File: config.mk
export PLATFORM = sky130hd
export DESIGN_NAME = hazard_unit
export DESIGN_NICKNAME = d
export VERILOG_FILES = /design/src/design/mips16_pkg.sv /design/src/design/hazard_unit.sv
export VERILOG_INCLUDE_DIRS = /design/src /design/src/design
export SDC_FILE = /design/constraint.sdc
export NUM_CORES = 1
export LEC_CHECK = 0
export BUFFER_PORTS_ARGS = -buffer_cell sky130_fd_sc_hd__buf_4
export CAP_MARGIN = 10
export CORE_AREA = 8 8 45 47
export DETAILED_ROUTE_END_ITERATION = 6
export DIE_AREA = 0 0 53 55
export GPL_TIMING_DRIVEN = 1
export PLACE_DENSITY = 0.43
export SYNTH_ARGS = -nofsm -noshare
export SYNTH_HDL_FRONTEND = slang
export SYNTH_SLANG_ARGS = --single-unit
File: constraint.sdc
create_clock -name vclk -period 1.85
set_clock_uncertainty 0.1 [all_clocks]
set_input_delay 0.0925 -clock vclk [all_inputs]
set_output_delay 0.0925 -clock vclk [all_outputs]
set_load 0.005 [all_outputs]
File: src/design/mips16_cfg.svh
`ifndef MIPS16_CFG_SVH
`define MIPS16_CFG_SVH

// core datapath widths
`define MIPS16_DATA_W   16  // data word and instruction word
`define MIPS16_RADDR_W  3   // eight registers
`define MIPS16_PC_W     8   // 256-word instruction space

// instruction fields
`define MIPS16_IMM_W    6   // signed immediate, also the branch offset
`define MIPS16_OP_W     4   // opcode in bits 15..12

// data memory
`define MIPS16_DMEM_AW  8   // 256 words, low bits of the alu result

`endif

File: src/design/mips16_pkg.sv
`include "mips16_cfg.svh"

package mips16_pkg;

	typedef logic [`MIPS16_DATA_W-1:0]  word_t;
	typedef logic [`MIPS16_RADDR_W-1:0] raddr_t;
	typedef logic [`MIPS16_PC_W-1:0]    pc_t;
	typedef logic [`MIPS16_IMM_W-1:0]   imm_t;

	// codes 13..15 decode as nop
	typedef enum logic [`MIPS16_OP_W-1:0] {
		OP_NOP = 0,
		OP_ADD,
		OP_SUB,
		OP_AND,
		OP_OR,
		OP_XOR,
		OP_SLL,
		OP_SRA,
		OP_SRL,
		OP_ADDI,
		OP_LD,
		OP_ST,
		OP_BZ
	} opcode_e;

	typedef enum logic [2:0] {
		ALU_ADD,
		ALU_SUB,
		ALU_AND,
		ALU_OR,
		ALU_XOR,
		ALU_SLL,
		ALU_SRA,
		ALU_SRL
	} alu_cmd_e;

	// 57 bits, decode to execute
	typedef struct packed {
		alu_cmd_e alu_cmd;
		word_t    src_a;
		word_t    src_b;      // register or sign-extended imm
		logic     mem_we;
		word_t    store_data;
		logic     wb_en;
		raddr_t   wb_dest;    // 0 for st, bz, nop, bubbles
		logic     wb_from_mem;
	} id_ex_t;

	// 38 bits, execute to memory
	typedef struct packed {
		word_t  alu_result;
		logic   mem_we;
		word_t  store_data;
		logic   wb_en;
		raddr_t wb_dest;
		logic   wb_from_mem;
	} ex_mem_t;

	// 37 bits, memory to writeback
	typedef struct packed {
		word_t  alu_result;
		word_t  load_data;
		logic   wb_en;
		raddr_t wb_dest;
		logic   wb_from_mem;
	} mem_wb_t;

endpackage

File: src/design/hazard_unit.sv
`timescale 1ns/1ps

module hazard_unit (
	input  mips16_pkg::raddr_t  src1,
	input  mips16_pkg::raddr_t  src2,
	input  mips16_pkg::raddr_t  ex_dest,
	input  mips16_pkg::raddr_t  mem_dest,
	input  mips16_pkg::raddr_t  wb_dest,
	output logic                stall
);
	import mips16_pkg::*;

	// source still in flight in ex, mem or wb
	function automatic logic raw_hit(input raddr_t src);
		return (src != '0) && (src == ex_dest || src == mem_dest || src == wb_dest);
	endfunction

	// no forwarding, so wait until the writer has left writeback
	assign stall = raw_hit(src1) || raw_hit(src2);

	always_comb begin
		if (src1 == '0 && src2 == '0)
			a_no_src_stall: assert (!stall);
	end

endmodule

==> summary.txt <==
Status
  • Status: completed

STA
  • Max Clk Rate: 0.788 GHz
  • RSZ-0062 raised after global routing: no
  • Final hold slack: 0.525 ns
  • PnR worst setup slack: 0.580 ns
  • Fin crit period: 1.27 ns
  • Worst slew pin tran: 0.310 ns
  • Total negative slack: 0 ns
  • Slew Limit Fails: 0
  • Endpoints failing setup: 0
  • Hold Vio Cnt, Final: 0
  • Fin crit share: 68.6%
  • Normalized max-slew margin: 79.2%

Final layout
  • CLK BUF: 0
  • NumNets Final: 65
  • Footprint of the multi-input gates: 228 sq um
  • Proportion of layout cells with a drive suffix above 1: 33.3%
  • FILL cells: 170
  • FFs & Latches: 0
  • Most frequent cells in the layout: 16 x xor2_1, 16 x buf_4, 5 x nor3_1, 5 x nor4_1
  • Final instance area: 372 sq um
  • Area grow syn2layout: 60.5%
  • N_diodes: 0
  • Sequential Area: 0 sq um

Global route
  • First-pass GRT wire length: 1.21 mm
  • Initial antenna violation count: 0
  • Largest net degree at the start of global routing: 6
  • Total GRT Usage: 5.01%
  • Total gr overflow: 0
  • Vias in the first global route: 302

Flow run
  • Max-Cap Viols: 0

Clock tree
  • CTS Hold Bufs: 0
  • # Post-CTS Setup Buffers: 0
  • Post-CTS Resized: 0

Yosys
  • Yosys warnings: 0
  • Yosys cell types: 9
  • Cells after Synth: 32
  • Post-Syn Area: 231 sq um
  • Area leader, netlist: xor2_1
  • Net Count, Synth: 47
  • Mean Syn Cell Area: 7.23 sq um
  • Sequential area share after synthesis: 0%
  • Top-area cell type share of the netlist area: 60.5%
  • Synth top area cells: xor2_1 61%, nor4_1 14%, nor3_1 11%, xnor2_1 3.8%, a31oi_1 2.7%

Power and ir drop
  • Sw Pwr: 40.9 uW
  • Sequential power share: 0%
  • Switching fraction of total power: 44.2%
  • Internal power: 51.6 uW
  • Clock share of power: 0%
  • Pwr dens: 249 nW/um^2
  • Combinational share of power: 100.0%
  • Pleak: 0.167 nW
  • Peak supply drop: 0.0826 mV

Worst setup path
  • CP top delay family: simple AND/OR/NAND/NOR gates
  • CP Data Required Time: 1.66 ns
  • CP Capture Type: output port
  • Crit-path max cell delay: 0.27 ns
  • CP Launch Type: input pin
  • Worst Path Arrival: 1.08 ns
  • CP Class: input pin to output port
  • Worst path cell trace: buf_4 > nor3_1 > nor4_1 > nor4_1 > o21ai_0 > buf_4
  • CP Max Fanout: 4
  • Buffer and inverter count on the worst path: 2
  • CP max stage cell: nor4_1

Place
  • Post-detail-place hpwl: 679 um
  • Place WS: 0.548 ns
  • IO Port Bufs: 16
  • Placed Area: 372 sq um
  • Routability Congestion: 0.749

Route
  • Total number of vias: 279
  • Routed Antenna Nets: 0
  • DRT iter0 DRCs: 1
  • Wirelength, routed: 716 um
  • DRC Markers: 0
  • Routed WL per cell: 11.2 um
  • Vias per cell: 4.36
  • First drt pass iteration count: 4

Hold path
  • Min-delay worst type: input pin to output port

Die
  • Die X: 53 um
  • DIE AREA: 2920 sq um
  • # rows: 14
  • Die Y-Extent: 55 um
  • Starting Density: 16.7%
  • Num ports: 16
  • Core area: 1380 sq um
[power groups by stage]
| stage | clock (mW) | sequential, mW | combinational, mW |
|---|---|---|---|
| 3_3_place_gp | 0 | 0 | 0.0958 |
| 3_5_place_dp | 0 | 0 | 0.0942 |
| 6_report | 0 | 0 | 0.0925 |
| 2_1_floorplan | 0 | 0 | 0.0394 |
| 5_1_grt | 0 | 0 | 0.102 |
| 4_1_cts | 0 | 0 | 0.0947 |
[per-stage QoR]
stage	power (mW)	util, %	instances
floorplan	0.0394	-	32
global placement	0.0958	26.9	64
detailed placement	0.0942	26.9	64
CTS	0.0947	26.9	64
global route	0.102	26.9	64
finish	0.0925	26.9	64
[cells by family (layout without fill, tap and decap cells)]
family	Yosys count	count (layout)	synth area share, %
xor+xnor	17	17	64.3
simple gates	11	11	27.0
compound gates	3	3	7.02
buf+inv	1	17	1.62
[final cells by class]
class	count	area share (%)
well taps	16	5.39
inverters	1	1.01
repair buffers	16	32.3
multi-input cells	31	61.3
[path summary, 6_finish.rpt]
check / slack (ns) / start / cells after the start / end
min: 0.53 / src1[2] / 4 / stall
max: 0.58 / src1[0] / 6 / stall
[cells in the mapped netlist (all sizes together)]
| master | count |
|---|---|
| xor2 | 16 |
| nor3 | 5 |
| nor4 | 5 |
| a21oi | 1 |
| a31oi | 1 |
| inv | 1 |
| nand2b | 1 |
| o21ai | 1 |
| xnor2 | 1 |
[metal layers]
layer / wire length [um] / part of all wire (%) / GRT usage (%)
met4: 0 / 0 / 0
met2: 293 / 41 / 8.40
met5: 0 / 0 / 0
met3: 99 / 14 / 2.67
met1: 323 / 45 / 5.88
No activity file was read; power rests on OpenSTA's default activity.
