[src/design/mips16_cfg.svh]
`ifndef MIPS16_CFG_SVH
`define MIPS16_CFG_SVH

// core datapath widths
`define MIPS16_DATA_W   16  // data word and instruction word
`define MIPS16_RADDR_W  3   // eight registers
`define MIPS16_PC_W     8   // 256-word instruction space

// instruction fields
`define MIPS16_IMM_W    6   // signed immediate, also the branch offset
`define MIPS16_OP_W     4   // opcode in bits 15..12

// data memory
`define MIPS16_DMEM_AW  8   // 256 words, low bits of the alu result

`endif

[src/design/mips16_pkg.sv]
`include "mips16_cfg.svh"

package mips16_pkg;

	typedef logic [`MIPS16_DATA_W-1:0]  word_t;
	typedef logic [`MIPS16_RADDR_W-1:0] raddr_t;
	typedef logic [`MIPS16_PC_W-1:0]    pc_t;
	typedef logic [`MIPS16_IMM_W-1:0]   imm_t;

	// codes 13..15 decode as nop
	typedef enum logic [`MIPS16_OP_W-1:0] {
		OP_NOP = 0,
		OP_ADD,
		OP_SUB,
		OP_AND,
		OP_OR,
		OP_XOR,
		OP_SLL,
		OP_SRA,
		OP_SRL,
		OP_ADDI,
		OP_LD,
		OP_ST,
		OP_BZ
	} opcode_e;

	typedef enum logic [2:0] {
		ALU_ADD,
		ALU_SUB,
		ALU_AND,
		ALU_OR,
		ALU_XOR,
		ALU_SLL,
		ALU_SRA,
		ALU_SRL
	} alu_cmd_e;

	// 57 bits, decode to execute
	typedef struct packed {
		alu_cmd_e alu_cmd;
		word_t    src_a;
		word_t    src_b;      // register or sign-extended imm
		logic     mem_we;
		word_t    store_data;
		logic     wb_en;
		raddr_t   wb_dest;    // 0 for st, bz, nop, bubbles
		logic     wb_from_mem;
	} id_ex_t;

	// 38 bits, execute to memory
	typedef struct packed {
		word_t  alu_result;
		logic   mem_we;
		word_t  store_data;
		logic   wb_en;
		raddr_t wb_dest;
		logic   wb_from_mem;
	} ex_mem_t;

	// 37 bits, memory to writeback
	typedef struct packed {
		word_t  alu_result;
		word_t  load_data;
		logic   wb_en;
		raddr_t wb_dest;
		logic   wb_from_mem;
	} mem_wb_t;

endpackage

[src/design/memory_stage.sv]
`timescale 1ns/1ps
`include "mips16_cfg.svh"

module memory_stage (
	input  logic                 clk,
	input  logic                 rst,
	input  mips16_pkg::ex_mem_t  ex_mem,
	output logic                 wb_en,
	output mips16_pkg::raddr_t   wb_dest,
	output mips16_pkg::word_t    wb_data
);
	import mips16_pkg::*;

	localparam int DMEM_DEPTH = 1 << `MIPS16_DMEM_AW;

	word_t                     dmem [DMEM_DEPTH];
	logic [`MIPS16_DMEM_AW-1:0] dmem_addr;
	word_t                     load_data;
	mem_wb_t                   mem_wb;

	assign dmem_addr = ex_mem.alu_result[`MIPS16_DMEM_AW-1:0]; // wraps mod 256

	// store lands at the end of the memory cycle
	always_ff @(posedge clk) begin
		if (ex_mem.mem_we) begin
			dmem[dmem_addr] <= ex_mem.store_data;
		end
	end

	assign load_data = dmem[dmem_addr]; // async read, same cycle

	always_ff @(posedge clk or posedge rst) begin
		if (rst) begin
			mem_wb <= '0;
		end else begin
			mem_wb.alu_result  <= ex_mem.alu_result;
			mem_wb.load_data   <= load_data;
			mem_wb.wb_en       <= ex_mem.wb_en;
			mem_wb.wb_dest     <= ex_mem.wb_dest;
			mem_wb.wb_from_mem <= ex_mem.wb_from_mem;
		end
	end

	// writeback bus, also feeds the register file and hazard unit
	assign wb_en   = mem_wb.wb_en;
	assign wb_dest = mem_wb.wb_dest;
	assign wb_data = mem_wb.wb_from_mem ? mem_wb.load_data : mem_wb.alu_result;

endmodule

[config.mk]
export PLATFORM = sky130hd
export DESIGN_NAME = memory_stage
export DESIGN_NICKNAME = d
export VERILOG_FILES = /design/src/design/mips16_pkg.sv /design/src/design/memory_stage.sv
export VERILOG_INCLUDE_DIRS = /design/src /design/src/design
export SDC_FILE = /design/constraint.sdc
export NUM_CORES = 2
export LEC_CHECK = 0
export BUFFER_PORTS_ARGS = -buffer_cell sky130_fd_sc_hd__buf_4
export CAP_MARGIN = 20
export CORE_MARGIN = 8
export CORE_UTILIZATION = 55
export DETAILED_ROUTE_END_ITERATION = 6
export PLACE_DENSITY_LB_ADDON = 0.1
export SLEW_MARGIN = 20
export SYNTH_ARGS = -nofsm -noshare
export SYNTH_HDL_FRONTEND = slang
export SYNTH_SLANG_ARGS = --single-unit
[constraint.sdc]
create_clock -name clk -period 1.9 [get_ports clk]
set_input_delay 0 -clock clk [delete_from_list [all_inputs] [get_ports clk]]
set_output_delay 0 -clock clk [all_outputs]
set_load 0.005 [all_outputs]
==> impl_results.md <==
- Die X: 549 µm
- Core area: 0.282 mm²
- Total die area: 0.301 mm²
- Crit path max fanout: 1
- Area growth from synthesis to layout: 22.7%
- Maximum VDD drop: 1.19 mV
- GP Congestion: 0.864
- Ys async rst share: 0.895%
- R2R Setup Slk: -0.63 ns
- Switching part of the total: 21.2%
- Cell variety after synth: 23
- Post-synth EDFFs: 4096
- Final Net Count: 8068
- Die Span Y: 549 µm
- Initial Util: 55.3%
- Clock slew at reported path FFs: 0.06 ns
- CTS Buf Count: 417
- Outcome: finished, violations left
- Max clock buf depth: 4
- Worst path required time: 2.67 ns
- Synth Area per Inst: 23.1 µm²
- Flop pwr share: 51.9%
- Via count: 79000
- Post-synth net total: 6810
- Pre-CTS WS: -1.53 ns
- Synth area leaders: edfxtp_1 (79%), mux4_2 (15%), a22oi_1 (2.5%)
- Number of DRC markers in iteration 0: 10100
- Largest net degree at the start of global routing: 111
- Port-buffer cells: 59
- Gr usage total: 27.9%
- Slew headroom: 22.3%
- Synth top area share: 78.7%
- Hold Violations, Final: 0
- # fillers: 17300
- Worst Hold Class: primary input to flip-flop
- Internal: 153 mW
- Routed Antenna Nets: 0
- Period utilisation layout: 133%
- Dominant synthesized flop cell: edfxtp_1
- Synth area leader: edfxtp_1
- Worst path arrival time: 3.31 ns
- Leakage: 60.7 nW
- Sw Pwr: 41.0 mW
- I/O pins: 60
- Clock network power share: 42.3%
- Sequential cell area fraction in the yosys report: 79.3%
- Max-capacitance violation count: 0
- Fin area: 0.192 mm²
- Root Buffer: clkbuf_16
- Row cnt: 195
- Initial antenna violation count: 18
- Fmax achieved: 0.395 GHz
- Startpoint Class: flip-flop
- Avg Vias per Cell: 6.52
- PnR worst setup slack: -0.634 ns
- First-pass GRT wire length: 599000 µm
- Crit. End Element: flip-flop
- Number of register bits inferred by synthesis: 4133
- PD cells: 1010 mW/mm²
- First drt pass iteration count: 5
- Sink Count: 4133
- Grt ovf: 0
- # DRC: 0
- Failing checks: negative setup slack
- Vias in the first global route: 79600
- CTS tree: done
- Cell count after synthesis: 6770
- Clock latency on the worst-skew pair: 0.97 ns
- Slew @ Worst Pin: 1.16 ns
- Combinational Power Share: 5.8%
- Layout cells sized above 1: 40.2%
- Clock period minus worst slack: 2.53 ns
- Max H-tree Level: 5
- WL/cell: 34.9 µm
- RSZ-0062 raised after global routing: true
- Post-Syn Area: 0.156 mm²
- Worst clock skew: 0.0463 ns
- Total Routed Length: 423000 µm
- Slew Limit Fails: 0
- Hpwl dp: 264000 µm
- Synth Warn #: 0
- # setup viols final: 85
- Crit Path Class: flip-flop to flip-flop
- Area post-placement: 0.175 mm²
[path summary, 6_finish.rpt]
| kind | from | end | depth (start not counted) |
|---|---|---|---|
| max | dmem[94][14] | mem_wb[19] | 7 |
| min | ex_mem[9] | dmem[76][4] | 2 |
| max reg2reg | dmem[94][14] | mem_wb[19] | 7 |
| min reg2reg | dmem[210][14] | mem_wb[19] | 6 |
| max in group asynchronous | rst | mem_wb[15] | 5 |
| min in group asynchronous | rst | mem_wb[27] | 5 |
[synth_stat cells (3+ instances only)]
master and n:
a22oi_1 512, nand2b_1 6, nand4_1 16, edfxtp_1 4096, nor2_1 232, nand3_1 13
nor3_1 30, buf_1 49, nor2b_1 7, a21oi_1 256, clkbuf_1 255, buf_2 76
mux2_2 16, buf_6 25, nand2_1 28, dfrtp_1 37, and2_1 3, o41ai_1 64
mux4_2 1024, buf_4 20
[cells in the final DEF, fill, tap and decap left out, drive strengths merged, types with 28 or more instances in the layout]
cell,instances
nand2,28
nor2,232
nor3,30
o41ai,64
dlygate4sd3,64
a22oi,512
edfxtp,4096
buf,1199
mux4,1024
clkbuf,516
a21oi,256
bufinv,47
dfrtp,37
clkinv,178
[state kept, by name, summed over array words and instances, names as in the netlist]
register and cells:
mem_wb 33, dmem 4096, wb_en 1, wb_dest 3
[area by class of cell]
type / count / area (µm²) / share of cell area [%]
Clock inverter: 251 / 2550 / 1.33
Inverter: 2 / 7.51 / 0.00392
Tap cell: 3743 / 4680 / 2.44
Multi-Input combinational cell: 2210 / 34100 / 17.8
Timing Repair Buffer: 1264 / 15300 / 7.99
Sequential cell: 4133 / 124000 / 64.6
Clock buffer: 515 / 11100 / 5.79
Antenna cell: 5 / 12.5 / 0.00653
[logic make-up after synthesis]
logic type,synth area share [%]
buffers and inverters,1.26
AND/OR/NAND/NOR,0.903
multiplexers,14.9
AO/OA/AOI/OAI,3.64
flip-flops,79.3
[metal layers]
metal,part of all wire (%),track usage [%]
met5,0.020,0
met4,3.7,9.29
met3,8.9,4.61
met2,49,45.1
met1,38,39.3
[power groups by stage]
| stage | logic (mW) | clock network (mW) | registers [mW] |
|---|---|---|---|
| 6_report | 11.3 | 82.0 | 101 |
| 5_1_grt | 11.7 | 86.3 | 101 |
| 4_1_cts | 11.0 | 83.0 | 101 |
| 3_5_place_dp | 10.6 | 0 | 103 |
| 3_3_place_gp | 10.4 | 0 | 103 |
| 2_1_floorplan | 4.55 | 0 | 102 |
[critical path, cell delays in order, from the launching register on]
cell and delay (ns):
edfxtp_1 0.37, mux4_2 0.48, a22oi_2 0.17, buf_4 0.15, a21oi_2 0.07, o41ai_4 0.77, buf_4 0.24, nand4_1 0.09
[timing repair]
action / 4_1_cts / 5_1_grt
buffers inserted: 2 / 7
pin swaps: 63 / 77
setup endpoints to repair: 32 / 192
gates cloned: 0 / 1
hold buffers: 64 / 0
endpoints found under the hold margin: 4652 / 0
resized for setup: 170 / 165
[through the flow]
stage                     cells  hold slack [ns]  total power [mW]  utilization, %  setup TNS (ns)
final                     12100           0.0909               194            67.9          -10.25
after global placement    11300            0.109               113            62.1        -2094.86
after global routing      12100           0.0319               199            67.9           -9.27
after detailed placement  11300            0.110               113            62.1        -2074.32
after CTS                 12100           0.0215               195            67.6          -10.74
after floorplan            6770           0.0314               107               -         -318.46
(Power assumes the default switching activity.)
