### src/design/mips16_cfg.svh
`ifndef MIPS16_CFG_SVH
`define MIPS16_CFG_SVH

// core datapath widths
`define MIPS16_DATA_W   16  // data word and instruction word
`define MIPS16_RADDR_W  3   // eight registers
`define MIPS16_PC_W     8   // 256-word instruction space

// instruction fields
`define MIPS16_IMM_W    6   // signed immediate, also the branch offset
`define MIPS16_OP_W     4   // opcode in bits 15..12

// data memory
`define MIPS16_DMEM_AW  8   // 256 words, low bits of the alu result

`endif

### src/design/mips16_pkg.sv
`include "mips16_cfg.svh"

package mips16_pkg;

	typedef logic [`MIPS16_DATA_W-1:0]  word_t;
	typedef logic [`MIPS16_RADDR_W-1:0] raddr_t;
	typedef logic [`MIPS16_PC_W-1:0]    pc_t;
	typedef logic [`MIPS16_IMM_W-1:0]   imm_t;

	// codes 13..15 decode as nop
	typedef enum logic [`MIPS16_OP_W-1:0] {
		OP_NOP = 0,
		OP_ADD,
		OP_SUB,
		OP_AND,
		OP_OR,
		OP_XOR,
		OP_SLL,
		OP_SRA,
		OP_SRL,
		OP_ADDI,
		OP_LD,
		OP_ST,
		OP_BZ
	} opcode_e;

	typedef enum logic [2:0] {
		ALU_ADD,
		ALU_SUB,
		ALU_AND,
		ALU_OR,
		ALU_XOR,
		ALU_SLL,
		ALU_SRA,
		ALU_SRL
	} alu_cmd_e;

	// 57 bits, decode to execute
	typedef struct packed {
		alu_cmd_e alu_cmd;
		word_t    src_a;
		word_t    src_b;      // register or sign-extended imm
		logic     mem_we;
		word_t    store_data;
		logic     wb_en;
		raddr_t   wb_dest;    // 0 for st, bz, nop, bubbles
		logic     wb_from_mem;
	} id_ex_t;

	// 38 bits, execute to memory
	typedef struct packed {
		word_t  alu_result;
		logic   mem_we;
		word_t  store_data;
		logic   wb_en;
		raddr_t wb_dest;
		logic   wb_from_mem;
	} ex_mem_t;

	// 37 bits, memory to writeback
	typedef struct packed {
		word_t  alu_result;
		word_t  load_data;
		logic   wb_en;
		raddr_t wb_dest;
		logic   wb_from_mem;
	} mem_wb_t;

endpackage

### src/design/fetch_stage.sv
`timescale 1ns/1ps
`include "mips16_cfg.svh"

module fetch_stage (
	input  logic               clk,
	input  logic               rst,
	input  logic               stall,
	input  logic               branch_taken,
	input  mips16_pkg::imm_t   branch_offset,
	input  logic               prog_we,
	input  mips16_pkg::pc_t    prog_addr,
	input  mips16_pkg::word_t  prog_data,
	output mips16_pkg::pc_t    pc,
	output mips16_pkg::word_t  instr
);
	import mips16_pkg::*;

	localparam int IMEM_DEPTH = 1 << `MIPS16_PC_W;
	localparam int EXT_W      = `MIPS16_PC_W - `MIPS16_IMM_W;

	word_t imem [IMEM_DEPTH];
	pc_t   offset_ext;

	// program load port, only used while the core sits in reset
	always_ff @(posedge clk) begin
		if (prog_we) begin
			imem[prog_addr] <= prog_data;
		end
	end

	assign instr = imem[pc]; // async read

	// pc already points past the bz, so target is bz + 1 + offset
	assign offset_ext = {{EXT_W{branch_offset[`MIPS16_IMM_W-1]}}, branch_offset};

	always_ff @(posedge clk or posedge rst) begin
		if (rst) begin
			pc <= '0;
		end else if (!stall) begin
			if (branch_taken)
				pc <= pc + offset_ext; // wraps in 256 words
			else
				pc <= pc + 1'b1;
		end
	end

	// fetch freezes for the whole stall
	a_pc_hold: assert property (@(posedge clk) disable iff (rst) stall |=> $stable(pc));

endmodule

### config.mk
export PLATFORM = sky130hd
export DESIGN_NAME = fetch_stage
export DESIGN_NICKNAME = d
export VERILOG_FILES = /design/src/design/mips16_pkg.sv /design/src/design/fetch_stage.sv
export VERILOG_INCLUDE_DIRS = /design/src /design/src/design
export SDC_FILE = /design/constraint.sdc
export NUM_CORES = 2
export LEC_CHECK = 0
export BUFFER_PORTS_ARGS = -buffer_cell sky130_fd_sc_hd__buf_2
export CORE_ASPECT_RATIO = 0.6
export CORE_MARGIN = 2
export CORE_UTILIZATION = 40
export DETAILED_ROUTE_END_ITERATION = 16
export MAX_ROUTING_LAYER = met4
export PLACE_DENSITY = 0.62
export SLEW_MARGIN = 20
export SYNTH_ARGS = -nofsm -noshare
export SYNTH_HDL_FRONTEND = slang
export SYNTH_SLANG_ARGS = --single-unit
### constraint.sdc
create_clock -name clk -period 6.2 [get_ports clk]
set_clock_uncertainty 0.1 [all_clocks]
set_input_delay 0.31 -clock clk [delete_from_list [all_inputs] [get_ports clk]]
set_output_delay 0.31 -clock clk [all_outputs]
set_load 0.05 [all_outputs]
==> summary.md <==
| Metric | Value |
|---|---|
| Seq cells post-synth | 4104 |
| Pre-Repair DR Iteration Count | 6 |
| Final HPWL DP | 349000 µm |
| RSZ-0062 raised after global routing | no |
| TNS Setup | -498 ps |
| Final setup violation count | 5 |
| CTS tree | built |
| Post-route clock period utilization | 1.03 |
| Mapped cell area | 0.159 mm² |
| Initial DRC count | 16200 |
| Initial antenna violation count | 61 |
| Drt wl/cell | 37.9 µm |
| Synth cell types | 74 |
| Total global routing overflow | 0 |
| CTS Sinks | 4104 |
| Final hold slack | 66.1 ps |
| Dominant synthesized flop cell | edfxtp_1 |
| Outcome | finished, violations left |
| TritonCTS Buffers | 371 |
| Wirelength, routed | 534000 µm |
| First-pass GRT wire length | 714000 µm |
| CP cell instances | buf_12, nor2b_1, buf_4, a221oi_1, o21ai_0, o21ai_0, nor4_1, buf_4, o2111a_1, buf_4, and4b_1, buf_2 |
| Layout cells sized above 1 | 0.233 |
| Ports | 59 |
| Reg clk slew, reported paths | 70 ps |
| Final Hold Fails | 0 |
| Clk_lat worst skew | 950 ps |
| Vias in the first global route | 81800 |
| FMAX | 157 MHz |
| Worst vdd ir | 0.456 mV |
| Syn_area_per_cell | 20.3 µm² |
| CP max-delay cell | dfrtp_4 |
| Vias per inst | 6.21 |
| Syn Nets | 7889 |
| Largest net degree at the start of global routing | 169 |
| Worst-Margin Slew | 1350 ps |
| Final Total Pwr | 81000 µW |
| GR Util All Layers | 0.266 |
| Synth Area in Adders | 0.000518 |
| Dpl cell area | 0.169 mm² |
| Vias post-DR | 87600 |
| Setup WS post-layout | -174 ps |
| Routed Antenna Nets | 0 |
| Simple-gate portion of the synthesized area | 0.0314 |
| Drc violations | 0 |
| Worst path max stage delay | 770 ps |
| Highest net fanout along the worst path | 33 |
| Kind of critical path | reg -> out |
| Largest family of logic cells by synthesized area | multiplexers |
| GP Congestion | 1.02 |
| FILL cells | 32900 |
| Critical Path RT | 5790 ps |
| Type of the tightest min-delay check | in -> reg |
| Slew margin rel. | 0.0919 |
| Leak | 0.0577 µW |
| Post-synth ARST share | 0.00195 |
| Power density cells | 445 mW/mm² |
| Mux cell area share after synthesis | 0.140 |
| Crit start category | flop |
| Crit path top cell by count | buf_4 |
| Final count of pins violating max slew | 0 |
| Initial Util | 0.402 |
| Failing checks | negative setup slack |
| RR Startpoint | pc[0]$_DFFE_PP0N_ |
| Most common cell after layout, fill and taps aside | edfxtp_1 |
| Final Util | 0.459 |
| Row Count | 179 |
| Deepest level of the CTS H-tree | 5 |
| Design area | 0.182 mm² |
| Most frequent cells in the layout | edfxtp_1, mux2i_1, mux4_2 |
| Clock buffer depth | 4 |
| CP Launch Point | pc[1]$_DFFE_PP0N_ |
| Critical Path AT | 5960 ps |
| Root Driver | clkbuf_16 |
| Clock period minus final worst setup slack | 6370 ps |
| Hold_sp | prog_addr[0] |
| Number of port buffers | 58 |
| Complex-gate fraction of the synthesized area | 0.0366 |
| Die width | 819 µm |
| Die footprint | 0.404 mm² |
| Core area | 0.397 mm² |
| Gate Count Post-Synth | 7848 |
| Die Span Y | 493 µm |
| Max Cap Viol | 0 |
| Part of the Yosys area used for sequential elements | 0.773 |
| Ys Warns | 0 |
| Area grow syn2layout | 14.1% |
| Critical Path Sink Type | primary output |
| Post-Synth XOR/XNOR Area | 0.000385 |
| EDFF count, synth | 4096 |
| Final Net Count | 8462 |
## per-stage QoR
step,std cells,worst slack (ps)
final,14100,-174
after global routing,14100,2.24
after CTS,14000,-114
after detailed placement,13300,587
after global placement,13300,51.8
after floorplan,7848,1800
## layer usage
metal	GRT usage	up-vias	share of wire
li1	-	34000	-
met1	0.398	46800	0.42
met2	0.328	6143	0.39
met3	0.123	598	0.17
met4	0.0511	0	0.021
met5	-	-	0
## Yosys cell counts (all sizes together) (36+ instances only)
cell type / instances / area [µm²]
nand3: 78 / 390
nor2: 407 / 1530
o221ai: 96 / 853
mux2: 37 / 417
mux4: 657 / 14800
o22ai: 184 / 1190
a221oi: 68 / 596
nor4: 81 / 507
o21ai: 41 / 205
edfxtp: 4096 / 123000
mux2i: 714 / 7150
a21oi: 92 / 460
o211ai: 36 / 270
clkbuf: 190 / 713
buf: 289 / 2170
nand4: 42 / 263
a22oi: 116 / 871
a22o: 46 / 403
nor3: 232 / 1170
nand2: 79 / 297
## final timing paths
check / end / slack [ps] / depth (start not counted)
max: instr[8] / -170 / 12
min: imem[3][12]$_DFFE_PP_ / 70 / 3
max reg2reg: pc[6]$_DFFE_PP0N_ / 2950 / 9
min reg2reg: pc[6]$_DFFE_PP0N_ / 600 / 1
max in group asynchronous: pc[1]$_DFFE_PP0N_ / 5340 / 4
min in group asynchronous: pc[6]$_DFFE_PP0N_ / 350 / 4
## power by group
part,total (µW),internal [µW],switching [µW],leakage [µW]
combinational,26900,9050,17900,0.0150
clock,23200,12800,10400,0.00582
sequential,30900,30600,318,0.0369
## state kept, by name (all words and copies together) (netlist names)
register  count
imem       4096
pc            8
## kinds of logic after synthesis
| family | Yosys count |
|---|---|
| flip-flops | 4104 |
| multiplexers | 1408 |
| AO/OA/AOI/OAI | 797 |
| adder cells (fa/ha/maj) | 6 |
| AND/OR/NAND/NOR | 1040 |
| XOR/XNOR | 7 |
| buffers and inverters | 486 |
## critical path: cells and delay by family, from the launching register on
kind	cells	cell delay, ps
AND/OR/NAND/NOR	3	1560
flip-flops	1	770
AO/OA/AOI/OAI	4	1190
buffers and inverters	5	1390
## repair_timing
item | in CTS | in global routing
hold buffers | 37 | 0
endpoints found under the hold margin | 1401 | 0
setup endpoints to repair | 8 | 7
gates resized for setup | 10 | 8
pin swaps | 0 | 1
setup buffers | 1 | 3
## final cells by class
cell class	count	area (µm²)	area share
inverters	7	28.8	0.000158
clock inverters	218	2180	0.0120
well taps	5339	6680	0.0367
repair buffers	679	5990	0.0329
diodes	33	82.6	0.000454
clock buffers	456	9760	0.0536
flip-flops and latches	4104	123000	0.677
multi-input cells	3258	34100	0.187
No activity file was read; power rests on OpenSTA's default activity.
