**src/design/mips16_cfg.svh**
```systemverilog
`ifndef MIPS16_CFG_SVH
`define MIPS16_CFG_SVH

// core datapath widths
`define MIPS16_DATA_W   16  // data word and instruction word
`define MIPS16_RADDR_W  3   // eight registers
`define MIPS16_PC_W     8   // 256-word instruction space

// instruction fields
`define MIPS16_IMM_W    6   // signed immediate, also the branch offset
`define MIPS16_OP_W     4   // opcode in bits 15..12

// data memory
`define MIPS16_DMEM_AW  8   // 256 words, low bits of the alu result

`endif

```
**src/design/mips16_pkg.sv**
```systemverilog
`include "mips16_cfg.svh"

package mips16_pkg;

	typedef logic [`MIPS16_DATA_W-1:0]  word_t;
	typedef logic [`MIPS16_RADDR_W-1:0] raddr_t;
	typedef logic [`MIPS16_PC_W-1:0]    pc_t;
	typedef logic [`MIPS16_IMM_W-1:0]   imm_t;

	// codes 13..15 decode as nop
	typedef enum logic [`MIPS16_OP_W-1:0] {
		OP_NOP = 0,
		OP_ADD,
		OP_SUB,
		OP_AND,
		OP_OR,
		OP_XOR,
		OP_SLL,
		OP_SRA,
		OP_SRL,
		OP_ADDI,
		OP_LD,
		OP_ST,
		OP_BZ
	} opcode_e;

	typedef enum logic [2:0] {
		ALU_ADD,
		ALU_SUB,
		ALU_AND,
		ALU_OR,
		ALU_XOR,
		ALU_SLL,
		ALU_SRA,
		ALU_SRL
	} alu_cmd_e;

	// 57 bits, decode to execute
	typedef struct packed {
		alu_cmd_e alu_cmd;
		word_t    src_a;
		word_t    src_b;      // register or sign-extended imm
		logic     mem_we;
		word_t    store_data;
		logic     wb_en;
		raddr_t   wb_dest;    // 0 for st, bz, nop, bubbles
		logic     wb_from_mem;
	} id_ex_t;

	// 38 bits, execute to memory
	typedef struct packed {
		word_t  alu_result;
		logic   mem_we;
		word_t  store_data;
		logic   wb_en;
		raddr_t wb_dest;
		logic   wb_from_mem;
	} ex_mem_t;

	// 37 bits, memory to writeback
	typedef struct packed {
		word_t  alu_result;
		word_t  load_data;
		logic   wb_en;
		raddr_t wb_dest;
		logic   wb_from_mem;
	} mem_wb_t;

endpackage

```
**src/design/execute_stage.sv**
```systemverilog
`timescale 1ns/1ps
`include "mips16_cfg.svh"

module execute_stage (
	input  logic                 clk,
	input  logic                 rst,
	input  mips16_pkg::id_ex_t   id_ex,
	output mips16_pkg::ex_mem_t  ex_mem
);
	import mips16_pkg::*;

	localparam int SHAMT_W = $clog2(`MIPS16_DATA_W);

	word_t a;
	word_t b;
	word_t alu_y;
	logic  shift_big;

	assign a = id_ex.src_a;
	assign b = id_ex.src_b;

	// whole of b is the shift amount
	assign shift_big = (b >= `MIPS16_DATA_W);

	always_comb begin
		case (id_ex.alu_cmd)
			ALU_ADD: alu_y = a + b;
			ALU_SUB: alu_y = a - b;
			ALU_AND: alu_y = a & b;
			ALU_OR:  alu_y = a | b;
			ALU_XOR: alu_y = a ^ b;
			ALU_SLL: alu_y = shift_big ? '0 : a << b[SHAMT_W-1:0];
			ALU_SRA: alu_y = shift_big ? {`MIPS16_DATA_W{a[`MIPS16_DATA_W-1]}}
			                           : word_t'($signed(a) >>> b[SHAMT_W-1:0]);
			ALU_SRL: alu_y = shift_big ? '0 : a >> b[SHAMT_W-1:0];
			default: alu_y = '0;
		endcase
	end

	// EX/MEM, control fields ride along unchanged
	always_ff @(posedge clk or posedge rst) begin
		if (rst) begin
			ex_mem <= '0;
		end else begin
			ex_mem.alu_result  <= alu_y;
			ex_mem.mem_we      <= id_ex.mem_we;
			ex_mem.store_data  <= id_ex.store_data;
			ex_mem.wb_en       <= id_ex.wb_en;
			ex_mem.wb_dest     <= id_ex.wb_dest;
			ex_mem.wb_from_mem <= id_ex.wb_from_mem;
		end
	end

endmodule

```
**config.mk**
```make
export PLATFORM = sky130hd
export DESIGN_NAME = execute_stage
export DESIGN_NICKNAME = d
export VERILOG_FILES = /design/src/design/mips16_pkg.sv /design/src/design/execute_stage.sv
export VERILOG_INCLUDE_DIRS = /design/src /design/src/design
export SDC_FILE = /design/constraint.sdc
export NUM_CORES = 1
export LEC_CHECK = 0
export BUFFER_PORTS_ARGS = -buffer_cell sky130_fd_sc_hd__buf_2
export CAP_MARGIN = 20
export CELL_PAD_IN_SITES_DETAIL_PLACEMENT = 1
export CELL_PAD_IN_SITES_GLOBAL_PLACEMENT = 1
export CORE_ASPECT_RATIO = 1.4
export CORE_MARGIN = 10
export CORE_UTILIZATION = 46
export DETAILED_ROUTE_END_ITERATION = 10
export PLACE_DENSITY = 0.85
export SLEW_MARGIN = 30
export SYNTH_ARGS = -nofsm -noshare
export SYNTH_HDL_FRONTEND = slang
export SYNTH_SLANG_ARGS = --single-unit
```
**constraint.sdc**
```tcl
create_clock -name clk -period 2.11 [get_ports clk]
set_input_delay 0.3165 -clock clk [delete_from_list [all_inputs] [get_ports clk]]
set_output_delay 0.3165 -clock clk [all_outputs]
set_load 0.03 [all_outputs]
```
==> impl_metrics.yaml, run 1 <==
placement:
  place_congestion: 0.952
  place_hpwl_um: 18500
  placed_area_um2: 6290
  placed_cells_incl_taps: 861
  portBuffers: 96
  post-place-ws_ns: -0.882
grt:
  antenna_found_initial: 6
  gr-total-overflow: 137
  grt_max_degree: 39
  track_usage_pct: 67.2
clocking:
  cts_root_buffer: "clkbuf_16"
  numCtsBuffers: 5
  cts_hold_buf: 0
  htree_num_levels: 2
  cts_num_sinks: 38
  clockBufferDepth: 2
timing:
  grt_worst_setup_endpoint: "ex_mem[37]$_DFF_PP0_/D"
  worst_endpoint_kind: "register input"
floorplan:
  floorplan.initialDensity_pct: 46.6
  rows: 43
  die_h_um: 138
  num_io_pins: 97
  die_width_um: 104
synthesis:
  syn-num-nets: 628
  synthFlopType: "dfrtp_1"
  synthArstFlopShare_pct: 100
  synth_seq_cells: 38
  synth_area_um2: 4590
  synth_edf_count: 0
  syn_avg_cell_area_um2: 8.84
  synth_cells: 519
  ys_types: 69
  ys_warn_count: 0
  yosysSeqAreaShare_pct: 20.7
run_status:
  status: "stopped before the end"
  stop_stage: "global routing"
  stop_error: "[ERROR GRT-0232] Routing congestion too high. Check the congestion heatmap in the GUI."
==> repair_timing <==
item                                    in CTS
buffers inserted                            19
resized for setup                           72
pin swaps                                   40
endpoints found under the setup margin      16
==> Yosys cell counts (5+ instances only) <==
master,instances,area (µm²)
mux4_2,26,586
mux2i_1,10,100
a22oi_1,7,52.6
dfrtp_1,38,951
nand3_1,11,55.1
ha_1,49,613
o31ai_1,7,52.6
nand4_1,8,50.1
a31oi_1,7,43.8
a21oi_1,44,220
clkbuf_1,15,56.3
nor3_1,9,45.0
a21o_1,6,45.0
o221ai_1,5,43.8
inv_1,35,131
nand2b_1,9,56.3
buf_2,9,45.0
xnor2_1,21,184
o211ai_1,5,37.5
nor2_1,41,154
o21ai_0,31,155
o21ai_1,6,30.0
nand2_1,40,150
==> per-layer routing <==
| layer | GRT overflow | track usage, % |
|---|---|---|
| met1 | 2 | 65.2 |
| met2 | 81 | 83.9 |
| met3 | 3 | 50.6 |
| met4 | 51 | 74.7 |
| met5 | 0 | 6.05 |
==> logic make-up after synthesis <==
kind of cell    after synthesis  share of synthesized area (%)
fa+ha+maj                    50                           13.8
xor+xnor                     23                           4.39
compound gates              159                           23.0
buf+inv                      72                           7.01
mux                          38                           15.4
flops                        38                           20.7
simple gates                139                           15.6
==> stage by stage <==
stage,hold WS [ns],TNS [ns]
2_1_floorplan,0.348,-3.39
3_5_place_dp,0.426,-10.01
4_1_cts,0.125,-4.23
3_3_place_gp,0.425,-7.81
==> run 2: changes to the inputs <==
CELL_PAD_IN_SITES_DETAIL_PLACEMENT = not set   (was 1)
CELL_PAD_IN_SITES_GLOBAL_PLACEMENT = not set   (was 1)
CORE_ASPECT_RATIO = not set   (was 1.4)
CORE_UTILIZATION = 40   (was 46)
PLACE_DENSITY = not set   (was 0.85)
PLACE_DENSITY_LB_ADDON = 0.15   (was not set)
==> impl_metrics.yaml, run 2 <==
run_status:
  status: "finished with violations"
  violations: "setup timing"
routing:
  vias: 5319
  wl_per_cell_um: 21.2
  drt_iter0_markers: 478
  route.detailed.drc: 0
  wl_met3_um: 1620
  highest_layer: "met4"
  routed_wl_um: 19500
  viasPerCell: 5.78
  ant_nets: 0
  dr.pass1.iters: 5
  wl_met2_um: 9220
  wl_met1_um: 8070
timing:
  finalSetupTns_ns: -2.74
  rsz0062_at_grt: "true"
  fin_crit_ns: 2.50
  max_slew_margin_pct: 51.6
  fin_crit_sh_pct: 118
  layout_setup_ws_ns: -0.388
  finalSetupViolCount: 13
  hold_violations: 0
  worstMarginPinSlew_ns: 0.722
  timing_max_transition_violations_final: 0
  fmax_ghz: 0.400
synthesis:
  synthFlopType: "dfrtp_1"
  synth_seq_cells: 38
  syn_avg_cell_area_um2: 8.84
  synth_cells: 519
  ys_warn_count: 0
  synth.top_cells.by_count: "ha_1 (49), a21oi_1 (44), nor2_1 (41)"
  synthArstFlopShare_pct: 100
  synth.top_cells.by_area: "dfrtp_1 (21%), ha_1 (13%), mux4_2 (13%), a21oi_1 (4.8%), xnor2_1 (4.0%)"
  synth_edf_count: 0
  yosysSeqAreaShare_pct: 20.7
  yosysTopAreaCell: "dfrtp_1"
  yosysMostFrequentCell: "ha_1"
  ys_types: 69
  synth_area_um2: 4590
  syn-num-nets: 628
  yosysTopAreaCellShare_pct: 20.7
floorplan:
  die_h_um: 127
  die-area_um2: 16100
  num_io_pins: 97
  design.core.area_um2: 11300
  floorplan.initialDensity_pct: 40.5
  rows: 39
  die_width_um: 127
critical_path:
  setup.worst_path.end_class: "flip-flop"
  cp_top_family: "compound AO/OA/AOI/OAI gates"
  worstPathCellList: "buf_12 -> nor2_4 -> nand2_4 -> buf_4 -> buf_6 -> o31ai_2 -> xnor2_1 -> ha_1 -> o21ai_0 -> nand2b_1 -> o2111ai_4 -> buf_6 -> nand2_4 -> xnor2_2 -> o211ai_1"
  arrival_ns: 2.66
  max_stage_delay_ns: 0.41
  cp-start-kind: "input port"
  crit_type: "in2reg"
  critical_path_peak_fanout: 9
  slowest_stage: "ha_1"
  required_ns: 2.28
  timing.critical_path.buf_inv: 4
final_layout:
  diodes: 0
  mostFrequentLayoutCell: "buf_4"
  final_util_pct: 64.8
  final_cell_mix: "buf_4 (172), buf_2 (88), ha_1 (45)"
  regMostFlops: "ex_mem"
  final_layout_size_suffix_gt1_share_pct: 50.6
  largest_reg_flops: 38
  reg_top3: "ex_mem (38)"
  syn_to_final_growth_pct: 60.0
  final_cell_area_um2: 7340
  nets: 885
grt:
  first_global_vias: 5277
  antenna_found_initial: 0
  grt_pass1_wl_um: 29000
  track_usage_pct: 22.3
  grt_max_degree: 39
  gr-total-overflow: 0
hold_path:
  holdCritPathClass: "in2async"
clocking:
  cts_tree: "built"
  cts_hold_buf: 0
  cts_root_buffer: "clkbuf_16"
  cts_num_sinks: 38
  numCtsBuffers: 5
  clockBufferDepth: 2
  htree_num_levels: 2
  clk_pin_slew_ns: 0.06
placement:
  portBuffers: 96
  place_congestion: 1.00
  place_hpwl_um: 15400
  placed_area_um2: 6450
power:
  p_switching_w: 0.00129
  vdd_drop_max_v: 0.000793
  p_leak_nw: 3.45
  netSwitchingFraction_pct: 35.6
  pwr-share-clk_pct: 27.1
  seqPwrFrac_pct: 22.4
  pwr-share-comb_pct: 50.5
  p_int_w: 0.00233
  p_per_area_nw_per_um2: 494
run:
  max_cap_violations: 0
-- run 2: cell counts after synthesis --
No cell type changed its count.
-- run 2: layer usage --
metal / vias up / global-route usage [%]
met2: 261 / 36.3
met1: 2563 / 28.8
met5: - / 0
met4: 0 / 8.37
li1: 2456 / -
met3: 39 / 4.01
-- run 2: worst max path at each step --
stage	endpoint	start	cells after the start
global route	ex_mem[36]$_DFF_PP0_	id_ex[22]	13
finish	ex_mem[32]$_DFF_PP0_	id_ex[56]	15
global placement	ex_mem[32]$_DFF_PP0_	id_ex[23]	13
floorplan	ex_mem[36]$_DFF_PP0_	id_ex[22]	12
detailed placement	ex_mem[32]$_DFF_PP0_	id_ex[22]	12
CTS	ex_mem[36]$_DFF_PP0_	id_ex[55]	14
-- run 2: what timing repair did --
action / CTS / global route
cloned: 0 / 1
resized for setup: 62 / 50
setup endpoints to repair: 15 / 15
pin swaps: 51 / 40
buffers inserted: 11 / 11
-- run 2: through the flow --
step | total power (W) | hold WS [ns] | worst slack (ns) | instances
after floorplan | 0.00172 | 0.348 | -0.491 | 519
after global placement | 0.00236 | 0.427 | -0.676 | 891
after detailed placement | 0.00239 | 0.426 | -0.715 | 891
after CTS | 0.00349 | 0.130 | -0.343 | 910
after global routing | 0.00378 | 0.134 | -0.460 | 920
final | 0.00362 | 0.126 | -0.388 | 920
-- run 2: kinds of logic after synthesis --
| kind of cell | Yosys count | share of synthesized area, % |
|---|---|---|
| compound gates | 159 | 23.0 |
| xor+xnor | 23 | 4.39 |
| fa+ha+maj | 50 | 13.8 |
| buf+inv | 72 | 7.01 |
| flops | 38 | 20.7 |
| mux | 38 | 15.4 |
| simple gates | 139 | 15.6 |
-- run 2: layout make-up --
type,instances,area (µm²)
sequential,38,951
fill,974,3980
multi-input combinational,409,3780
inverter,40,183
clock buffer,6,139
timing repair buffer,282,2040
clock inverter,2,60.1
tap,143,179
-- run 2: power by group through the flow --
stage | Clock (W) | Combinational (W) | Sequential (W)
after global placement | 0 | 0.00154 | 0.000822
final | 0.000982 | 0.00183 | 0.000811
after CTS | 0.00100 | 0.00168 | 0.000812
after detailed placement | 0 | 0.00156 | 0.000825
after floorplan | 0 | 0.000754 | 0.000967
after global routing | 0.00102 | 0.00195 | 0.000817
(Power assumes the default switching activity.)
