==> config.mk <==
export PLATFORM = sky130hd
export DESIGN_NAME = decode_stage_flat
export DESIGN_NICKNAME = d
export VERILOG_FILES = /design/src/design/mips16_pkg.sv /design/src/design/regfile_rd_if.sv /design/src/design/decode_stage.sv /design/src/flat_wrapper.sv
export VERILOG_INCLUDE_DIRS = /design/src /design/src/design
export SDC_FILE = /design/constraint.sdc
export NUM_CORES = 1
export LEC_CHECK = 0
export ABC_AREA = 1
export BUFFER_PORTS_ARGS = -buffer_cell sky130_fd_sc_hd__buf_2
export CORE_UTILIZATION = 47
export CTS_BUF_LIST = sky130_fd_sc_hd__clkbuf_16
export DETAILED_ROUTE_END_ITERATION = 8
export GPL_TIMING_DRIVEN = 0
export HOLD_SLACK_MARGIN = 0.05
export PLACE_DENSITY = 0.89
export RECOVER_POWER = 100
export SLEW_MARGIN = 25
export SYNTH_ARGS = -nofsm -noshare
export SYNTH_HDL_FRONTEND = slang
export SYNTH_SLANG_ARGS = --single-unit
==> constraint.sdc <==
create_clock -name clk -period 2.6 [get_ports clk]
set_input_delay 0.39 -clock clk [delete_from_list [all_inputs] [get_ports clk]]
set_output_delay 0.39 -clock clk [all_outputs]
set_load 0.01 [all_outputs]
==> src/design/mips16_cfg.svh <==
`ifndef MIPS16_CFG_SVH
`define MIPS16_CFG_SVH

// core datapath widths
`define MIPS16_DATA_W   16  // data word and instruction word
`define MIPS16_RADDR_W  3   // eight registers
`define MIPS16_PC_W     8   // 256-word instruction space

// instruction fields
`define MIPS16_IMM_W    6   // signed immediate, also the branch offset
`define MIPS16_OP_W     4   // opcode in bits 15..12

// data memory
`define MIPS16_DMEM_AW  8   // 256 words, low bits of the alu result

`endif

==> src/design/mips16_pkg.sv <==
`include "mips16_cfg.svh"

package mips16_pkg;

	typedef logic [`MIPS16_DATA_W-1:0]  word_t;
	typedef logic [`MIPS16_RADDR_W-1:0] raddr_t;
	typedef logic [`MIPS16_PC_W-1:0]    pc_t;
	typedef logic [`MIPS16_IMM_W-1:0]   imm_t;

	// codes 13..15 decode as nop
	typedef enum logic [`MIPS16_OP_W-1:0] {
		OP_NOP = 0,
		OP_ADD,
		OP_SUB,
		OP_AND,
		OP_OR,
		OP_XOR,
		OP_SLL,
		OP_SRA,
		OP_SRL,
		OP_ADDI,
		OP_LD,
		OP_ST,
		OP_BZ
	} opcode_e;

	typedef enum logic [2:0] {
		ALU_ADD,
		ALU_SUB,
		ALU_AND,
		ALU_OR,
		ALU_XOR,
		ALU_SLL,
		ALU_SRA,
		ALU_SRL
	} alu_cmd_e;

	// 57 bits, decode to execute
	typedef struct packed {
		alu_cmd_e alu_cmd;
		word_t    src_a;
		word_t    src_b;      // register or sign-extended imm
		logic     mem_we;
		word_t    store_data;
		logic     wb_en;
		raddr_t   wb_dest;    // 0 for st, bz, nop, bubbles
		logic     wb_from_mem;
	} id_ex_t;

	// 38 bits, execute to memory
	typedef struct packed {
		word_t  alu_result;
		logic   mem_we;
		word_t  store_data;
		logic   wb_en;
		raddr_t wb_dest;
		logic   wb_from_mem;
	} ex_mem_t;

	// 37 bits, memory to writeback
	typedef struct packed {
		word_t  alu_result;
		word_t  load_data;
		logic   wb_en;
		raddr_t wb_dest;
		logic   wb_from_mem;
	} mem_wb_t;

endpackage

==> src/design/regfile_rd_if.sv <==
`timescale 1ns/1ps

// two combinational read ports, same-cycle data
interface regfile_rd_if;
	import mips16_pkg::*;

	raddr_t addr1;
	raddr_t addr2; // src2, or the dest field for st
	word_t  data1;
	word_t  data2;

	modport decode (
		output addr1,
		output addr2,
		input  data1,
		input  data2
	);

	modport regfile (
		input  addr1,
		input  addr2,
		output data1,
		output data2
	);

endinterface

==> src/design/decode_stage.sv <==
`timescale 1ns/1ps
`include "mips16_cfg.svh"

module decode_stage (
	input  logic                clk,
	input  logic                rst,
	input  logic                stall,
	input  mips16_pkg::word_t   instr,
	regfile_rd_if.decode        rd,
	output mips16_pkg::id_ex_t  id_ex,
	output logic                branch_taken,
	output mips16_pkg::imm_t    branch_offset,
	output mips16_pkg::raddr_t  src1,
	output mips16_pkg::raddr_t  src2
);
	import mips16_pkg::*;

	localparam int EXT_W = `MIPS16_DATA_W - `MIPS16_IMM_W;

	word_t    ir;
	opcode_e  op;
	raddr_t   ir_dest;
	raddr_t   ir_src1;
	raddr_t   ir_src2;
	imm_t     ir_imm;
	word_t    imm_ext;
	alu_cmd_e alu_cmd;
	logic     use_imm;
	logic     is_store;
	logic     is_branch;
	logic     wb_en;
	logic     wb_from_mem;
	logic     no_src2;     // addi, ld, bz read only src1
	id_ex_t   id_ex_d;

	// instruction register, frozen during a stall
	always_ff @(posedge clk or posedge rst) begin
		if (rst) begin
			ir <= '0;
		end else if (!stall) begin
			ir <= instr;
		end
	end

	assign op      = opcode_e'(ir[15:12]);
	assign ir_dest = ir[11:9];
	assign ir_src1 = ir[8:6];
	assign ir_src2 = ir[5:3];
	assign ir_imm  = ir[5:0];
	assign imm_ext = {{EXT_W{ir_imm[`MIPS16_IMM_W-1]}}, ir_imm};

	always_comb begin
		case (op)
			OP_SUB:  alu_cmd = ALU_SUB;
			OP_AND:  alu_cmd = ALU_AND;
			OP_OR:   alu_cmd = ALU_OR;
			OP_XOR:  alu_cmd = ALU_XOR;
			OP_SLL:  alu_cmd = ALU_SLL;
			OP_SRA:  alu_cmd = ALU_SRA;
			OP_SRL:  alu_cmd = ALU_SRL;
			default: alu_cmd = ALU_ADD; // add, addi and the ld/st address
		endcase
	end

	always_comb begin
		use_imm     = 1'b0;
		is_store    = 1'b0;
		is_branch   = 1'b0;
		wb_en       = 1'b0;
		wb_from_mem = 1'b0;
		no_src2     = 1'b0;
		case (op)
			OP_ADD, OP_SUB, OP_AND, OP_OR, OP_XOR, OP_SLL, OP_SRA, OP_SRL: wb_en = 1'b1;
			OP_ADDI: begin
				wb_en   = 1'b1;
				use_imm = 1'b1;
				no_src2 = 1'b1;
			end
			OP_LD: begin
				wb_en       = 1'b1;
				use_imm     = 1'b1;
				wb_from_mem = 1'b1;
				no_src2     = 1'b1;
			end
			OP_ST: begin
				use_imm  = 1'b1;
				is_store = 1'b1;
			end
			OP_BZ: begin
				is_branch = 1'b1;
				no_src2   = 1'b1;
			end
			default: ; // nop and codes 13..15
		endcase
	end

	// st reads its data register through port 2
	assign rd.addr1 = ir_src1;
	assign rd.addr2 = is_store ? ir_dest : ir_src2;

	assign src1 = ir_src1;
	assign src2 = no_src2 ? '0 : rd.addr2;

	// bz only taken with a zero dest field
	assign branch_taken  = is_branch && (ir_dest == '0) && (rd.data1 == '0);
	assign branch_offset = ir_imm;

	always_comb begin
		if (stall) begin
			id_ex_d = '0; // bubble
		end else begin
			id_ex_d.alu_cmd     = alu_cmd;
			id_ex_d.src_a       = rd.data1;
			id_ex_d.src_b       = use_imm ? imm_ext : rd.data2;
			id_ex_d.mem_we      = is_store;
			id_ex_d.store_data  = rd.data2;
			id_ex_d.wb_en       = wb_en;
			id_ex_d.wb_dest     = wb_en ? ir_dest : '0; // non-writers never stall anyone
			id_ex_d.wb_from_mem = wb_from_mem;
		end
	end

	always_ff @(posedge clk or posedge rst) begin
		if (rst)
			id_ex <= '0;
		else
			id_ex <= id_ex_d;
	end

	// a stalled edge must leave a harmless bubble in execute
	a_bubble: assert property (@(posedge clk) disable iff (rst)
		stall |=> !id_ex.wb_en && !id_ex.mem_we && (id_ex.wb_dest == '0));

endmodule

==> src/flat_wrapper.sv <==
// flat-port wrapper written by rule: the top's interface ports become plain ports
module decode_stage_flat import mips16_pkg::*;
  (clk, rst, stall, instr, id_ex, branch_taken, branch_offset, src1, src2, rd_addr1, rd_addr2, rd_data1, rd_data2);
  regfile_rd_if rd_i ();
  input  logic clk;
  input  logic rst;
  input  logic stall;
  input  mips16_pkg::word_t instr;
  output mips16_pkg::id_ex_t id_ex;
  output logic branch_taken;
  output mips16_pkg::imm_t branch_offset;
  output mips16_pkg::raddr_t src1;
  output mips16_pkg::raddr_t src2;
  output wire logic [$bits(rd_i.addr1)-1:0] rd_addr1;
  output wire logic [$bits(rd_i.addr2)-1:0] rd_addr2;
  input wire logic [$bits(rd_i.data1)-1:0] rd_data1;
  input wire logic [$bits(rd_i.data2)-1:0] rd_data2;
  assign rd_addr1 = rd_i.addr1;
  assign rd_addr2 = rd_i.addr2;
  assign rd_i.data1 = rd_data1;
  assign rd_i.data2 = rd_data2;
  decode_stage u_core (.clk(clk), .rst(rst), .stall(stall), .instr(instr), .rd(rd_i), .id_ex(id_ex), .branch_taken(branch_taken), .branch_offset(branch_offset), .src1(src1), .src2(src2));
endmodule
==> out/results.ini <==
[outcome]
status = complete, no violations

[worst_setup_path]
timing_worst_setup_path_type = flop to output pin
ff2ff_setup_slack_ns = 0.95
critPathLaunchType = flop
timing.rr.start = u_core.ir[14]
path_common_cell = nand2_1
reg2reg_depth = 7
end_kind = output pin
worstPathCellList = inv_2 > nor2_1 > nand2_1 > nand2_1 > nand2_1 > nor2_1 > clkbuf_1
worstPathRequired_ns = 2.21
path_buf_inv = 2
cp_slowest_stage_delay_ns = 0.45
critical_path.top_delay_family = simple AND/OR/NAND/NOR gates
crit_path_top_delay_cell = dfrtp_1
cp_max_fo = 6
cp.arrival_ns = 1.75
r2r_end = u_core.id_ex[25]

[yosys]
synth_nets = 374
yosysWarnings = 0
syn_area_um2 = 2940
synth_seq_cells = 73
avgSynthCellArea_um2 = 9.10
syn_inst = 323
synth.distinct_cells = 20
ys_seq_area_share_pct = 62.2

[detailed_routing]
drc = 0
drt_iter0_drc = 130
antenna_left = 0
via_per_inst = 4.54
wl_mm = 6.73
drt_pass1_iterations = 4
drt-wirelength-per-cell_um = 12.4
vias = 2456

[layout]
layout_commonest_cell = clkbuf_1
final_nets = 512
antenna_cells = 0
multiInputGateArea_um2 = 713
regArea_um2 = 1830
fin_util_pct = 63.7
most-common-layout-cells = clkbuf_1 (83), nand2_1 (73), dfrtp_1 (73), nor2_1 (68), buf_2 (53)
stdcell_area_um2 = 3810
drive_gt1_share_pct = 20.2
fillers = 553
stdcell_count = 541
area_growth_pct = 29.9

[global_routing]
grt_pass1_wl_mm = 10.1
globalRouteTotalUtil_pct = 21.2
grt_max_degree = 47
grt_pass1_vias = 2206
antenna_found_initial = 0
grt_overflow = 0

[cts]
clk_latency_ns = 0.32
cts_setup_buffers = 0
cts_hold_buf = 0
cts_resized = 0
clockRootBuffer = clkbuf_16
numCtsBuffers = 9
htree_num_levels = 3
tritoncts = yes
clk_pin_slew_ns = 0.06
clock_path_buffers = 2
cts.sinks = 73

[placed_design]
io_buffers = 126
gp_routability_congestion = 0.796
dpl_cell_area_um2 = 3680
dpl.hpwl_mm = 4.95
dp_cells = 525

[die]
die_x_um = 81.1
start_util_pct = 49.0
io_pins = 127
core_area_um2 = 5990
die_h_um = 81.1
die-area_um2 = 6570
std_cell_rows = 28

[sta]
timing.hold.ws_ns = 0.265
tns_ns = 0
hold_viol_final = 0
slew_headroom_pct = 17.0
skew_ns = 0.00557
final_max_slew_viol_count = 0
period_needed_ns = 2.14
worst_pin_slew_ns = 1.24
period_share_pct = 82.3
fmax_mhz = 468
rsz0062_at_grt = false
finalSetupViolCount = 0

[pwr]
pwr-share-seq_pct = 44.4
cellPowerDensity_nw_per_um2 = 738
irDropWorstVdd_mv = 0.422
clockPowerShare_pct = 42.4
internal_power_w = 0.00209
power_frac_comb_pct = 13.1
switchingPower_w = 0.000725
p_leak_nw = 2.12
swShare_pct = 25.7

[hold_path]
min_from = instr[7]
hold-path-endpoint = u_core.ir[7]
min_path_cells = 3
hold_path_class = input port to flop

[flow_run]
cap_viol_max_count = 0

==> worst max path at each step <==
| stage | startpoint | to | slack, ns | depth (start not counted) |
|---|---|---|---|---|
| after floorplan | rst | u_core.id_ex[0] | 0.36 | 1 |
| after global placement | rst | u_core.ir[6] | -0.36 | 2 |
| after detailed placement | u_core.ir[13] | branch_taken | 1.00 | 6 |
| after CTS | u_core.ir[13] | src2[1] | 0.65 | 6 |
| after global routing | rst | u_core.id_ex[26] | 0.27 | 3 |
| final | u_core.ir[15] | src2[2] | 0.46 | 7 |
==> state kept, by name (all words and copies together) (netlist names) <==
register,flops
u_core.id_ex,57
u_core.ir,16
==> worst reg2reg max path, delay by kind of cell (launching register included) <==
family | cells | cell delay [ns]
DFF | 1 | 0.42
and+or+nand+nor | 5 | 0.56
buffers and inverters | 2 | 0.56
==> layer usage <==
layer	wire length [µm]	vias up	track usage, %
li1	-	1210	-
met1	2820	1138	26.0
met2	3410	100	35.4
met3	431	8	5.73
met4	66	0	8.57
met5	0	-	0
==> final cells by class <==
class                           count  share of cell area, %
Timing Repair Buffer              127                   14.3
Tap cell                           75                   2.46
Clock inverter                      7                   1.80
Sequential cell                    73                   47.9
Multi-Input combinational cell    173                   18.7
Buffer                             23                   3.64
Clock buffer                        9                   5.90
Inverter                           54                   5.35
==> power by group through the flow <==
stage	sequential [W]	clock [W]	combinational, W
after global placement	0.00127	0	0.000393
final	0.00125	0.00120	0.000369
after CTS	0.00125	0.00121	0.000413
after global routing	0.00126	0.00127	0.000420
after detailed placement	0.00127	0	0.000411
after floorplan	0.00130	0	0.000206
==> through the flow <==
step	setup WS, ns	total power [W]
after CTS	0.654	0.00288
after global routing	0.268	0.00295
after global placement	-0.363	0.00166
after floorplan	0.357	0.00150
final	0.461	0.00282
after detailed placement	1.00	0.00168
==> synthesized netlist by cell type <==
| cell type | number | area share, % |
|---|---|---|
| nor2_1 | 66 | 8.4 |
| a21oi_1 | 2 | 0.34 |
| nor2_4 | 3 | 1.1 |
| dfrtp_1 | 73 | 62 |
| buf_6 | 2 | 0.77 |
| inv_1 | 50 | 6.4 |
| nand3_2 | 1 | 0.34 |
| nand4_1 | 2 | 0.43 |
| nor2_2 | 1 | 0.21 |
| clkbuf_1 | 1 | 0.13 |
| buf_4 | 13 | 3.3 |
| o211ai_1 | 1 | 0.26 |
| nand2_2 | 6 | 1.3 |
| o21ai_0 | 14 | 2.4 |
| nand3_1 | 5 | 0.85 |
| nand2_1 | 72 | 9.2 |
| inv_2 | 4 | 0.51 |
| buf_2 | 5 | 0.85 |
| clkbuf_8 | 1 | 0.47 |
| buf_8 | 1 | 0.51 |
==> kinds of logic after synthesis <==
kind of cell	count (synthesis)	synth area share (%)
buffers and inverters	77	12.9
and+or+nand+nor	156	21.9
AOI/OAI and AO/OA	17	2.98
DFF	73	62.2
No activity file was read; power rests on OpenSTA's default activity.
